**config.mk**
```make
export PLATFORM = sky130hd
export DESIGN_NAME = line_request
export DESIGN_NICKNAME = d
export VERILOG_FILES = /design/src/line_request.sv
export VERILOG_INCLUDE_DIRS = /design/src
export SDC_FILE = /design/constraint.sdc
export NUM_CORES = 1
export LEC_CHECK = 0
export BUFFER_PORTS_ARGS = -buffer_cell sky130_fd_sc_hd__buf_4
export CORE_ASPECT_RATIO = 1.5
export CORE_MARGIN = 10
export CORE_UTILIZATION = 35
export DETAILED_ROUTE_END_ITERATION = 10
export SLEW_MARGIN = 20
export SYNTH_ARGS = -nofsm -noshare
export SYNTH_HDL_FRONTEND = slang
export SYNTH_SLANG_ARGS = --single-unit
```
**constraint.sdc**
```tcl
create_clock -name clk_in -period 2.7 [get_ports clk_in]
set_input_delay 0.135 -clock clk_in [delete_from_list [all_inputs] [get_ports clk_in]]
set_output_delay 0.135 -clock clk_in [all_outputs]
set_load 0.05 [all_outputs]
```
**src/fetch_cfg.svh**
```systemverilog
// Fetch unit configuration
// sizes of the program counter, cache line, instruction queue and return stack
`ifndef FETCH_CFG_SVH
`define FETCH_CFG_SVH

`define FETCH_PC_W        32        // program counter width
`define FETCH_LINE_BYTES  32        // bytes per instruction cache line
`define FETCH_LINE_INSTRS 8         // 32-bit instructions per line
`define FETCH_Q_DEPTH     16        // instruction queue entries, power of two
`define FETCH_RAS_DEPTH   8         // return stack entries, power of two
`define FETCH_RESET_PC    32'h0     // first fetch address out of reset

`endif

```
**src/line_request.sv**
```systemverilog
// Cache line request control
// holds the fetch pc, raises ic_req while the queue has room and tracks
// pc reloads so a line fetched before a reload is thrown away
`timescale 1ns/1ps
`default_nettype none

`include "fetch_cfg.svh"

module line_request
(
   input  logic                   clk_in,
   input  logic                   reset_in,
   input  logic                   pc_reload,
   input  logic [`FETCH_PC_W-1:0] reload_addr,
   input  logic                   ic_ack,
   input  logic                   queue_full,
   input  logic [`FETCH_PC_W-1:0] next_addr,     // predicted address after the walk
   output logic                   ic_req,
   output logic [`FETCH_PC_W-1:0] pc,
   output logic                   take_line      // transfer worth walking
);

   typedef enum logic [1:0] {
      IDLE,
      WAIT_ACK,
      WAIT_RELOAD_ACK
   } state_e;

   state_e                   state;
   logic                     xfer;               // req and ack both high
   logic                     reload_flag;        // reload seen, not yet fetched
   logic                     reload_match;       // pending reload is the one in flight
   logic [`FETCH_PC_W-1:0]   reload_pc;
   logic [`FETCH_PC_W-1:0]   lpa;                // last predicted address

   assign xfer         = ic_req & ic_ack;
   assign reload_match = (pc == reload_pc);

   // a line requested before the last reload carries the wrong path
   always_comb
   begin
      case (state)
         WAIT_ACK:        take_line = xfer & ~reload_flag;
         WAIT_RELOAD_ACK: take_line = xfer & reload_match;
         default:         take_line = 1'b0;
      endcase
   end

   // -------------------------------------------------------------------------
   // request FSM
   // -------------------------------------------------------------------------
   always_ff @(posedge clk_in)
   begin
      if (reset_in)
      begin
         state       <= IDLE;
         ic_req      <= 1'b0;
         pc          <= `FETCH_RESET_PC;
         lpa         <= `FETCH_RESET_PC;
         reload_flag <= 1'b0;
      end
      else
      begin
         case (state)
            IDLE:
            begin
               if (!queue_full)
               begin
                  ic_req <= 1'b1;
                  pc     <= reload_flag ? reload_pc : lpa;
                  state  <= reload_flag ? WAIT_RELOAD_ACK : WAIT_ACK;
               end
            end
            WAIT_ACK, WAIT_RELOAD_ACK:
            begin
               if (xfer)
               begin
                  ic_req <= 1'b0;                // drop req the cycle after transfer
                  state  <= IDLE;
               end
            end
            default: state <= IDLE;
         endcase

         if (take_line)
            lpa <= next_addr;                    // resume after last stored entry

         // a newer reload keeps the flag up even if an older one lands now
         if (pc_reload)
            reload_flag <= 1'b1;
         else if (state == WAIT_RELOAD_ACK && xfer && reload_match)
            reload_flag <= 1'b0;
      end

      if (pc_reload)
         reload_pc <= reload_addr;
   end

   // once raised, req waits for the cache to take it
   a_req_held: assert property (@(posedge clk_in) disable iff (reset_in)
      ic_req && !ic_ack |=> ic_req)
      else $error("ic_req dropped without a transfer");

endmodule

`default_nettype wire

```
==> flow_summary_export.csv <==
group,metric,value,unit
floorplanning,num_io_pins,103,
clock_network,cts_tree,"yes",
synth,netlist_area,4420,um2
floorplanning,dieArea,17600,um2
place,gp_congestion,0.825,
global_route,grt_pass1_wl,19200,um
power,p_clk_share,33.1,%
global_route,grt-ovfl-total,0,
critical_path,worst-setup-path-type,"reg2out",
final_layout,drive_gt1_share,23.6,%
final_layout,layout.nets,603,
critical_path,crit_slowest_cell,"or4_1",
critical_path,end_kind,"output pin",
drt,route.detailed.drc,0,
synth,synth_top_area_share,30.8,%
clock_network,cts_sinks,100,
clock_network,clock_latency,0.35,ns
final_layout,multiInputGateArea,1960,um2
power,switching_share,28.6,%
clock_network,htreeDepth,3,
sta,max_slew_margin,41.3,%
place,hpwl,8830,um
critical_path,critPathMaxFanout,2,
sta,fin_ws,0.158,ns
sta,whs,0.0561,ns
power,switchingPower,0.00108,W
floorplanning,coreArea,12400,um2
sta,hold_viol_final,0,
floorplanning,die_h,158,um
global_route,track_usage,13.8,%
clock_network,cts_buffers,9,
drt,wl,12200,um
sta,fin_crit_sh,94.1,%
drt,ant_nets,0,
power,seq_power_share,46.7,%
critical_path,r2r_start,"reload_pc[9]",
power,internal-power,0.00269,W
global_route,grt_max_degree,101,
sta,fin_setup_tns,0,ns
synth,ys_top_cells_by_count,"70 x nand2b_1, 68 x dfxtp_1, 64 x mux2i_1, 38 x nor2_1",
place,placed_cell_area,5350,um2
sta,tightestPinTransition,0.880,ns
hold_path,hold_start,"next_addr[19]",
place,portBuffers,102,
clock_network,clk_pin_slew,0.07,ns
sta,slew_viol_final,0,
sta,max_freq,393,MHz
floorplanning,initial_utilization,35.5,%
synth,syn_avg_cell_area,10.9,um2
critical_path,path_cells,"xnor2_2 -> nand4_1 -> or4_1 -> nor4_4 -> a21oi_4 -> inv_2 -> buf_4",
power,power-per-cell-area,630,nW/um2
critical_path,crit_start,"reload_pc[9]",
synth,ys.flop_type,"dfxtp_1",
sta,rsz0062_at_grt,"false",
drt,drt_iter0_markers,97,
place,place_worst_setup_slack,0.164,ns
sta,skew,0.00703,ns
synth,synth_edf_count,32,
synth,synth-seq-area-share,52.6,%
sta,fin_crit,2.54,ns
synth,yosysUniqueCellTypes,30,
clock_network,cts_root_buffer,"clkbuf_16",
drt,viasPerCell,4.77,
synth,synth_area_leader_cell,"dfxtp_1",
power,pwr-share-comb,20.3,%
clock_network,cts_buffer_depth,2,
critical_path,start_kind,"flip-flop",
synth,yosys_warnings,0,
global_route,grt_pass1_vias,3505,
floorplanning,fp.dieW,112,um
critical_path,cp_top_family,"simple AND/OR/NAND/NOR gates",
critical_path,crit_path_max_incr_delay,0.59,ns
power,ir_worst_vdd,0.334,mV
critical_path,cp.required,2.57,ns
synth,syn_nets,478,
synth,async_reset_ff_share,0,%
run,maxCapViolCount,0,
status,status,"complete, no violations",
drt,drtPass1Iterations,4,
synth,synth_area_leaders,"dfxtp_1 31%, edfxtp_1 22%, mux2i_1 15%",
hold_path,hold_path_class,"in2reg",
final_layout,diodes,0,
synth,yosysMostFrequentCell,"nand2b_1",
final_layout,syn_to_final_growth,35.2,%
drt,wire_per_inst,17.5,um
drt,num_vias,3304,
power,power.leakage,2.60,nW
sta,setup_viol,0,
synth,syn_inst,407,
critical_path,worstPathArrival,2.41,ns
final_layout,fillers,1163,
final_layout,regArea,2320,um2
synth,postSynthRegisterBits,100,
final_layout,final_util,48.0,%
final_layout,final_area,5970,um2
critical_path,path_buf_inv,2,
floorplanning,num_rows,50,
global_route,antenna_found_initial,0,
==> metrics by stage <==
stage          std cells  power, W
2_1_floorplan        407   0.00223
3_3_place_gp         644   0.00251
3_5_place_dp         644   0.00252
4_1_cts              693   0.00380
5_1_grt              693   0.00394
6_report             693   0.00377
==> power by group through the flow <==
stage | logic (W) | registers [W] | clock network, W
after floorplan | 0.000282 | 0.00194 | 0
after global placement | 0.000726 | 0.00179 | 0
after detailed placement | 0.000733 | 0.00179 | 0
after CTS | 0.000776 | 0.00176 | 0.00127
after global routing | 0.000827 | 0.00177 | 0.00135
final | 0.000764 | 0.00176 | 0.00124
==> flip-flops by register name (all words and copies together), names as in the netlist <==
| register | cells |
|---|---|
| lpa | 32 |
| pc | 32 |
| reload_pc | 32 |
| ic_req | 1 |
| reload_flag | 1 |
| state | 2 |
==> worst register-to-register path: stages, from the launching register on <==
cell and delay (ns):
edfxtp_1 0.45, xnor2_2 0.20, nand4_1 0.11, or4_1 0.59, nor4_4 0.34, a21oi_4 0.12
buf_4 0.24, buf_12 0.18, mux2i_1 0.18
==> layout make-up <==
type / count / share of cell area, %
repair buffers: 139 / 19.4
well taps: 156 / 3.27
flip-flops and latches: 100 / 38.9
multi-input cells: 268 / 32.8
clock buffers: 10 / 3.83
inverters: 14 / 0.880
clock inverters: 6 / 0.921
==> layer usage <==
| layer | vias to the layer above | global-route usage (%) | share of wire (%) |
|---|---|---|---|
| met5 | - | 0 | 0 |
| met2 | 74 | 24.7 | 53 |
| li1 | 1666 | - | - |
| met1 | 1544 | 15.2 | 40 |
| met3 | 20 | 2.88 | 3.8 |
| met4 | 0 | 6.94 | 2.9 |
==> path summary, 6_finish.rpt <==
check                    to  slack, ns  cells after the start
setup / recovery  take_line       0.16                      7
hold / removal      lpa[19]       0.06                      3
setup reg to reg     lpa[9]       0.22                      8
hold reg to reg     lpa[19]       0.48                      2
==> repair_timing <==
action                     4_1_cts  5_1_grt
hold endpoints to repair        32        0
pin swaps                        1        1
setup buffers                    1        0
hold buffers                    32        0
setup endpoints to repair        1       11
gates resized for setup          2        0
==> cell usage in the layout (no fill, tap or decap), drive strengths merged <==
cell	n
nand2b	70
ha	2
a32oi	1
a21oi	4
buf	107
dfxtp	68
or4b	1
edfxtp	32
o22ai	4
clkinvlp	1
inv	14
nor2	38
xor2	11
a2111oi	5
nor4	3
nand4	2
bufinv	1
mux2i	64
nor3	1
nand3	1
nor4b	1
or4	1
xnor2	4
o2111ai	2
dlygate4sd3	32
clkinv	4
a211oi	32
nor2b	15
nand2	6
clkbuf	10
==> cell families after synthesis <==
family                   after synthesis  synth area share, %
adder cells (fa/ha/maj)                2                0.566
AO/OA/AOI/OAI                         48                 8.13
buffers and inverters                 39                 3.82
multiplexers                          64                 14.5
XOR/XNOR                              15                 2.97
flip-flops                           100                 52.6
AND/OR/NAND/NOR                      139                 17.4
No activity file was read; power rests on OpenSTA's default activity.
