**config.mk**
```make
export PLATFORM = sky130hd
export DESIGN_NAME = return_stack
export DESIGN_NICKNAME = d
export VERILOG_FILES = /design/src/fetch_isa_pkg.sv /design/src/fetch_bus_pkg.sv /design/src/return_stack.sv
export VERILOG_INCLUDE_DIRS = /design/src
export SDC_FILE = /design/constraint.sdc
export NUM_CORES = 1
export LEC_CHECK = 0
export BUFFER_PORTS_ARGS = -buffer_cell sky130_fd_sc_hd__clkbuf_2
export CELL_PAD_IN_SITES_DETAIL_PLACEMENT = 2
export CELL_PAD_IN_SITES_GLOBAL_PLACEMENT = 2
export CORE_MARGIN = 3
export CORE_UTILIZATION = 45
export CTS_BUF_LIST = sky130_fd_sc_hd__clkbuf_8
export DETAILED_ROUTE_END_ITERATION = 8
export PLACE_DENSITY_LB_ADDON = 0.15
export SKIP_LAST_GASP = 1
export SLEW_MARGIN = 20
export SYNTH_ARGS = -nofsm -noshare
export SYNTH_HDL_FRONTEND = slang
export SYNTH_SLANG_ARGS = --single-unit
export TNS_END_PERCENT = 1
```
**constraint.sdc**
```tcl
create_clock -name clk_in -period 4.1 [get_ports clk_in]
set_input_delay 0.615 -clock clk_in [delete_from_list [all_inputs] [get_ports clk_in]]
set_output_delay 0.615 -clock clk_in [all_outputs]
set_load 0.005 [all_outputs]
```
**src/fetch_cfg.svh**
```systemverilog
// Fetch unit configuration
// sizes of the program counter, cache line, instruction queue and return stack
`ifndef FETCH_CFG_SVH
`define FETCH_CFG_SVH

`define FETCH_PC_W        32        // program counter width
`define FETCH_LINE_BYTES  32        // bytes per instruction cache line
`define FETCH_LINE_INSTRS 8         // 32-bit instructions per line
`define FETCH_Q_DEPTH     16        // instruction queue entries, power of two
`define FETCH_RAS_DEPTH   8         // return stack entries, power of two
`define FETCH_RESET_PC    32'h0     // first fetch address out of reset

`endif

```
**src/fetch_isa_pkg.sv**
```systemverilog
// RV32I encodings seen by the fetch predecoder
// major opcodes that redirect fetch and the branch kinds derived from them
`default_nettype none

package fetch_isa_pkg;

   localparam int INSTR_W = 32;     // base instruction width
   localparam int OPC_W   = 5;      // major opcode, instr[6:2]
   localparam int REG_W   = 5;      // register specifier

   // full encodings of the system instructions that redirect fetch
   localparam logic [INSTR_W-1:0] MRET_INSTR   = 32'h3020_0073;
   localparam logic [INSTR_W-1:0] ECALL_INSTR  = 32'h0000_0073;
   localparam logic [INSTR_W-1:0] EBREAK_INSTR = 32'h0010_0073;

   typedef enum logic [OPC_W-1:0] {
      OP_BRANCH = 5'b11000,         // beq/bne/blt/bge/bltu/bgeu
      OP_JALR   = 5'b11001,
      OP_JAL    = 5'b11011,
      OP_SYSTEM = 5'b11100          // mret, ecall, ebreak, csr ops
   } opcode_e;

   typedef enum logic [2:0] {
      BK_PLAIN = 3'd0,              // falls through to pc+4
      BK_JALR  = 3'd1,
      BK_COND  = 3'd2,
      BK_JAL   = 3'd3,
      BK_MRET  = 3'd4,
      BK_TRAP  = 3'd5               // ecall / ebreak
   } branch_kind_e;

endpackage

`default_nettype wire

```
**src/fetch_bus_pkg.sv**
```systemverilog
// Data carried between the fetch blocks
// cache line, queue entry, predecoded slot and return stack operation
`default_nettype none

`include "fetch_cfg.svh"

package fetch_bus_pkg;

   import fetch_isa_pkg::*;

   typedef logic [`FETCH_LINE_BYTES*8-1:0] line_t;       // one whole cache line
   typedef logic [$clog2(`FETCH_Q_DEPTH):0] count_t;     // 0..queue depth

   typedef struct packed {
      logic [INSTR_W-1:0]     instruction;
      logic [`FETCH_PC_W-1:0] pc;
      logic [`FETCH_PC_W-1:0] predicted_addr;
   } queue_entry_t;

   // fields pulled out of one instruction word during the line walk
   typedef struct packed {
      logic [INSTR_W-1:0]     instr;
      logic                   is32;                      // low bits say 32-bit encoding
      branch_kind_e           kind;
      logic [`FETCH_PC_W-1:0] i_imm;
      logic [`FETCH_PC_W-1:0] b_imm;
      logic [`FETCH_PC_W-1:0] j_imm;
      logic [REG_W-1:0]       rd;
      logic [REG_W-1:0]       rs1;
   } slot_t;

   typedef struct packed {
      logic                   push;
      logic                   pop;                       // applied before push
      logic [`FETCH_PC_W-1:0] push_addr;
   } ras_op_t;

endpackage

`default_nettype wire

```
**src/return_stack.sv**
```systemverilog
// Return address stack
// circular stack of predicted return addresses, pointer wraps on over and
// underflow, a pop-then-push pops first
`timescale 1ns/1ps
`default_nettype none

`include "fetch_cfg.svh"

module return_stack
   import fetch_bus_pkg::*;
(
   input  logic                   clk_in,
   input  logic                   reset_in,
   input  ras_op_t                ras_op,
   output logic [`FETCH_PC_W-1:0] ras_top
);

   localparam int DEPTH = `FETCH_RAS_DEPTH;
   localparam int PTR_W = $clog2(DEPTH);

   logic [`FETCH_PC_W-1:0] mem [DEPTH];
   logic [PTR_W-1:0]       ptr;                  // next free entry
   logic [PTR_W-1:0]       ptr_pop;              // pointer after the pop half
   logic [PTR_W-1:0]       top_idx;

   assign ptr_pop = ras_op.pop ? ptr - 1'b1 : ptr;
   assign top_idx = ptr - 1'b1;                  // entry below the pointer
   assign ras_top = mem[top_idx];

   always_ff @(posedge clk_in)
   begin
      if (reset_in)
         ptr <= '0;
      else
         ptr <= ptr_pop + PTR_W'(ras_op.push);
   end

   // push overwrites the slot a same-cycle pop just freed
   always_ff @(posedge clk_in)
   begin
      if (ras_op.push)
         mem[ptr_pop] <= ras_op.push_addr;
   end

endmodule

`default_nettype wire

```
==> impl_metrics.toml <==
[synthesis]
synth.most_common_cell = "edfxtp_1"
yosys_register_bits = 259
yosys.area.top_type = "edfxtp_1"
synth.yosys.seq_area_share_pct = 75.9
synth_area_sq_um = 10200
synth-xor-area-share_pct = 0.429
synthFlopType = "edfxtp_1"
synth_common_cells = "edfxtp_1, mux2i_1, mux2_2"
yosys.cell_types.count = 21
avgSynthCellArea_sq_um = 19.7
synth_edf_count = 256
netlist.area_leader.share_pct = 75.3
synthMuxAreaShare_pct = 13.5
async_flop_share_pct = 0
synth_adder_area_share_pct = 0.245
yosysWarningCount = 0
yosys-top-cells-area = "edfxtp_1, mux2_2, mux2i_1, a221oi_2, o22ai_1"
synth_compound_area_share_pct = 6.78
synth_simple_gate_area_share_pct = 1.10
syn_nets = 557
netlist_instances = 519
synth_top_family_by_area = "multiplexers"

[routing]
postRouteWirelength_microns = 25500
vias = 5330
drt-vias-per-instance = 5.66
ant_nets = 0
drc = 0
drt_iter0_drc = 264
drt_pass1_iterations = 4
wl_per_cell_microns = 27.1

[critical_path]
cp.arrival_ns = 3.26
path_cells = "inv_1 > ha_4 > xnor2_1 > nor2_4 > buf_4 > a221oi_2 > clkbuf_2"
worstSetupPathType = "reg -> out"
crit_path_max_fanout = 17
critPathLaunchType = "flip-flop"
critPathMaxStageDelay_ns = 0.52
worstPathRequired_ns = 3.48
slowest_stage = "dfxtp_1"
crit_path_end_kind = "primary output"

[layout]
fin_nets = 667
fill_cells = 1887
drive_gt1_share_pct = 37.4
n_antenna_cell = 0
final_area_sq_um = 11800
synthToLayoutAreaGrowth_pct = 15.4

[sta]
fmax_mhz = 258
worstMarginPinSlew_ns = 1.03
skew_ns = 0.0226
finalSetupViolCount = 0
finalMaxSlewViolations = 0
fin_crit_sh_pct = 94.6
whs_ns = 0.267
fin_crit_ns = 3.88
max_slew_margin_pct = 30.7
finalHoldViolations = 0

[cts]
cts.sink_count = 259
cts_tree = "done"
numCtsBuffers = 44
worstSkewPairLatency_ns = 0.54
ctsRootBufferMaster = "clkbuf_8"
post_cts_resized = 0
htree_levels = 2
postCtsSetupRepairBufs = 0
hold_buffers = 0
cts_buffer_depth = 3
clkTransAtPathRegs_ns = 0.06

[pwr]
power.switching_mw = 2.16
power_mw = 7.09
vdd_drop_max_mv = 0.293
leakage_nw = 4.01
p_clk_share_pct = 28.4
p_comb_share_pct = 26.5
internal_power_mw = 4.93
power_density_nw_per_um2 = 602
power_frac_seq_pct = 45.1
swShare_pct = 30.5

[floorplanning]
core_area_sq_um = 22000
die_h_microns = 157
die_w_microns = 157
start_util_pct = 46.3
rows = 54
dieArea_sq_um = 24500
pin_count = 68

[hold_path]
hp-class = "in -> reg"

[grt]
first_global_vias = 6183
grt_usage_pct = 21.2
grt_pass1_wl_microns = 38700
antenna_found_initial = 0
grt_max_degree = 43
grt_overflow = 0

[status]
status = "complete, no violations"

[job]
maxCapViolations = 0

[placed_design]
hpwlAfterDp_microns = 15200
numPortBuffers = 67
dpl_cell_area_sq_um = 11000
gp_congestion = 0.751
critical path: cells and delay by family, from the launching register on:
kind / cells / cell delay (ns)
compound gates: 1 / 0.40
simple gates: 1 / 0.28
xor+xnor: 1 / 0.50
fa+ha+maj: 1 / 0.23
flops: 1 / 0.52
buf+inv: 3 / 0.78
flip-flops by register name, summed over array words and instances (netlist names):
signal and flops:
mem 256, ptr 3
layout make-up:
| type | instances | area, sq um | share of cell area (%) |
|---|---|---|---|
| clock buffer | 45 | 619 | 5.26 |
| clock inverter | 33 | 135 | 1.15 |
| inverter | 2 | 7.51 | 0.0637 |
| multi-input combinational | 231 | 2340 | 19.9 |
| sequential | 259 | 7750 | 65.8 |
| tap | 280 | 350 | 2.97 |
| timing repair buffer | 91 | 578 | 4.91 |
routing by layer:
layer | share of wire [%] | GRT usage, % | wire length (microns) | vias to the layer above
li1 | - | - | - | 2353
met1 | 42 | 26.9 | 10600 | 2834
met2 | 54 | 38.2 | 13700 | 112
met3 | 3.0 | 3.40 | 761 | 31
met4 | 1.5 | 5.63 | 382 | 0
met5 | 0 | 0 | 0 | -
power by group through the flow:
stage	Clock, mW	Sequential, mW	Combinational, mW
after global routing	2.20	3.21	2.02
final	2.01	3.20	1.88
after floorplan	0	3.23	1.19
after detailed placement	0	3.25	1.89
after global placement	0	3.23	1.82
after CTS	2.08	3.20	1.90
placed cells by master, fill, tap and decap left out, types with 4 or more instances in the layout:
cell type and instances:
edfxtp_1 256, buf_12 5, buf_4 19, nor2_1 4, nand2_1 7, inv_1 14
o22ai_1 32, clkinv_1 16, a221oi_2 31, clkbuf_2 67, mux2i_1 66, mux2_2 64
clkbuf_8 45, nor2_4 10
kinds of logic after synthesis:
group,after synthesis
fa+ha+maj,2
simple gates,27
mux,130
flops,259
xor+xnor,5
compound gates,67
buf+inv,29
per-stage QoR:
step / utilization (%) / TNS, ns / std cells / setup slack (ns)
floorplan: - / 0 / 519 / 0.881
global placement: 50.0 / 0 / 862 / 0.819
detailed placement: 50.0 / 0 / 862 / 0.604
CTS: 53.4 / 0 / 940 / 0.00226
global route: 53.5 / -0.0212 / 941 / -0.0212
finish: 53.5 / 0 / 941 / 0.223
path summary, 6_finish.rpt:
kind / slack, ns / from / end / cells after the start
min reg2reg: 0.75 / ptr[1] / ptr[1] / 4
max reg2reg: 0.81 / ptr[0] / mem[4][29] / 8
max: 0.22 / ptr[0] / ras_top[2] / 7
min: 0.27 / reset_in / ptr[2] / 2
Power figures use the tool's default switching activity.
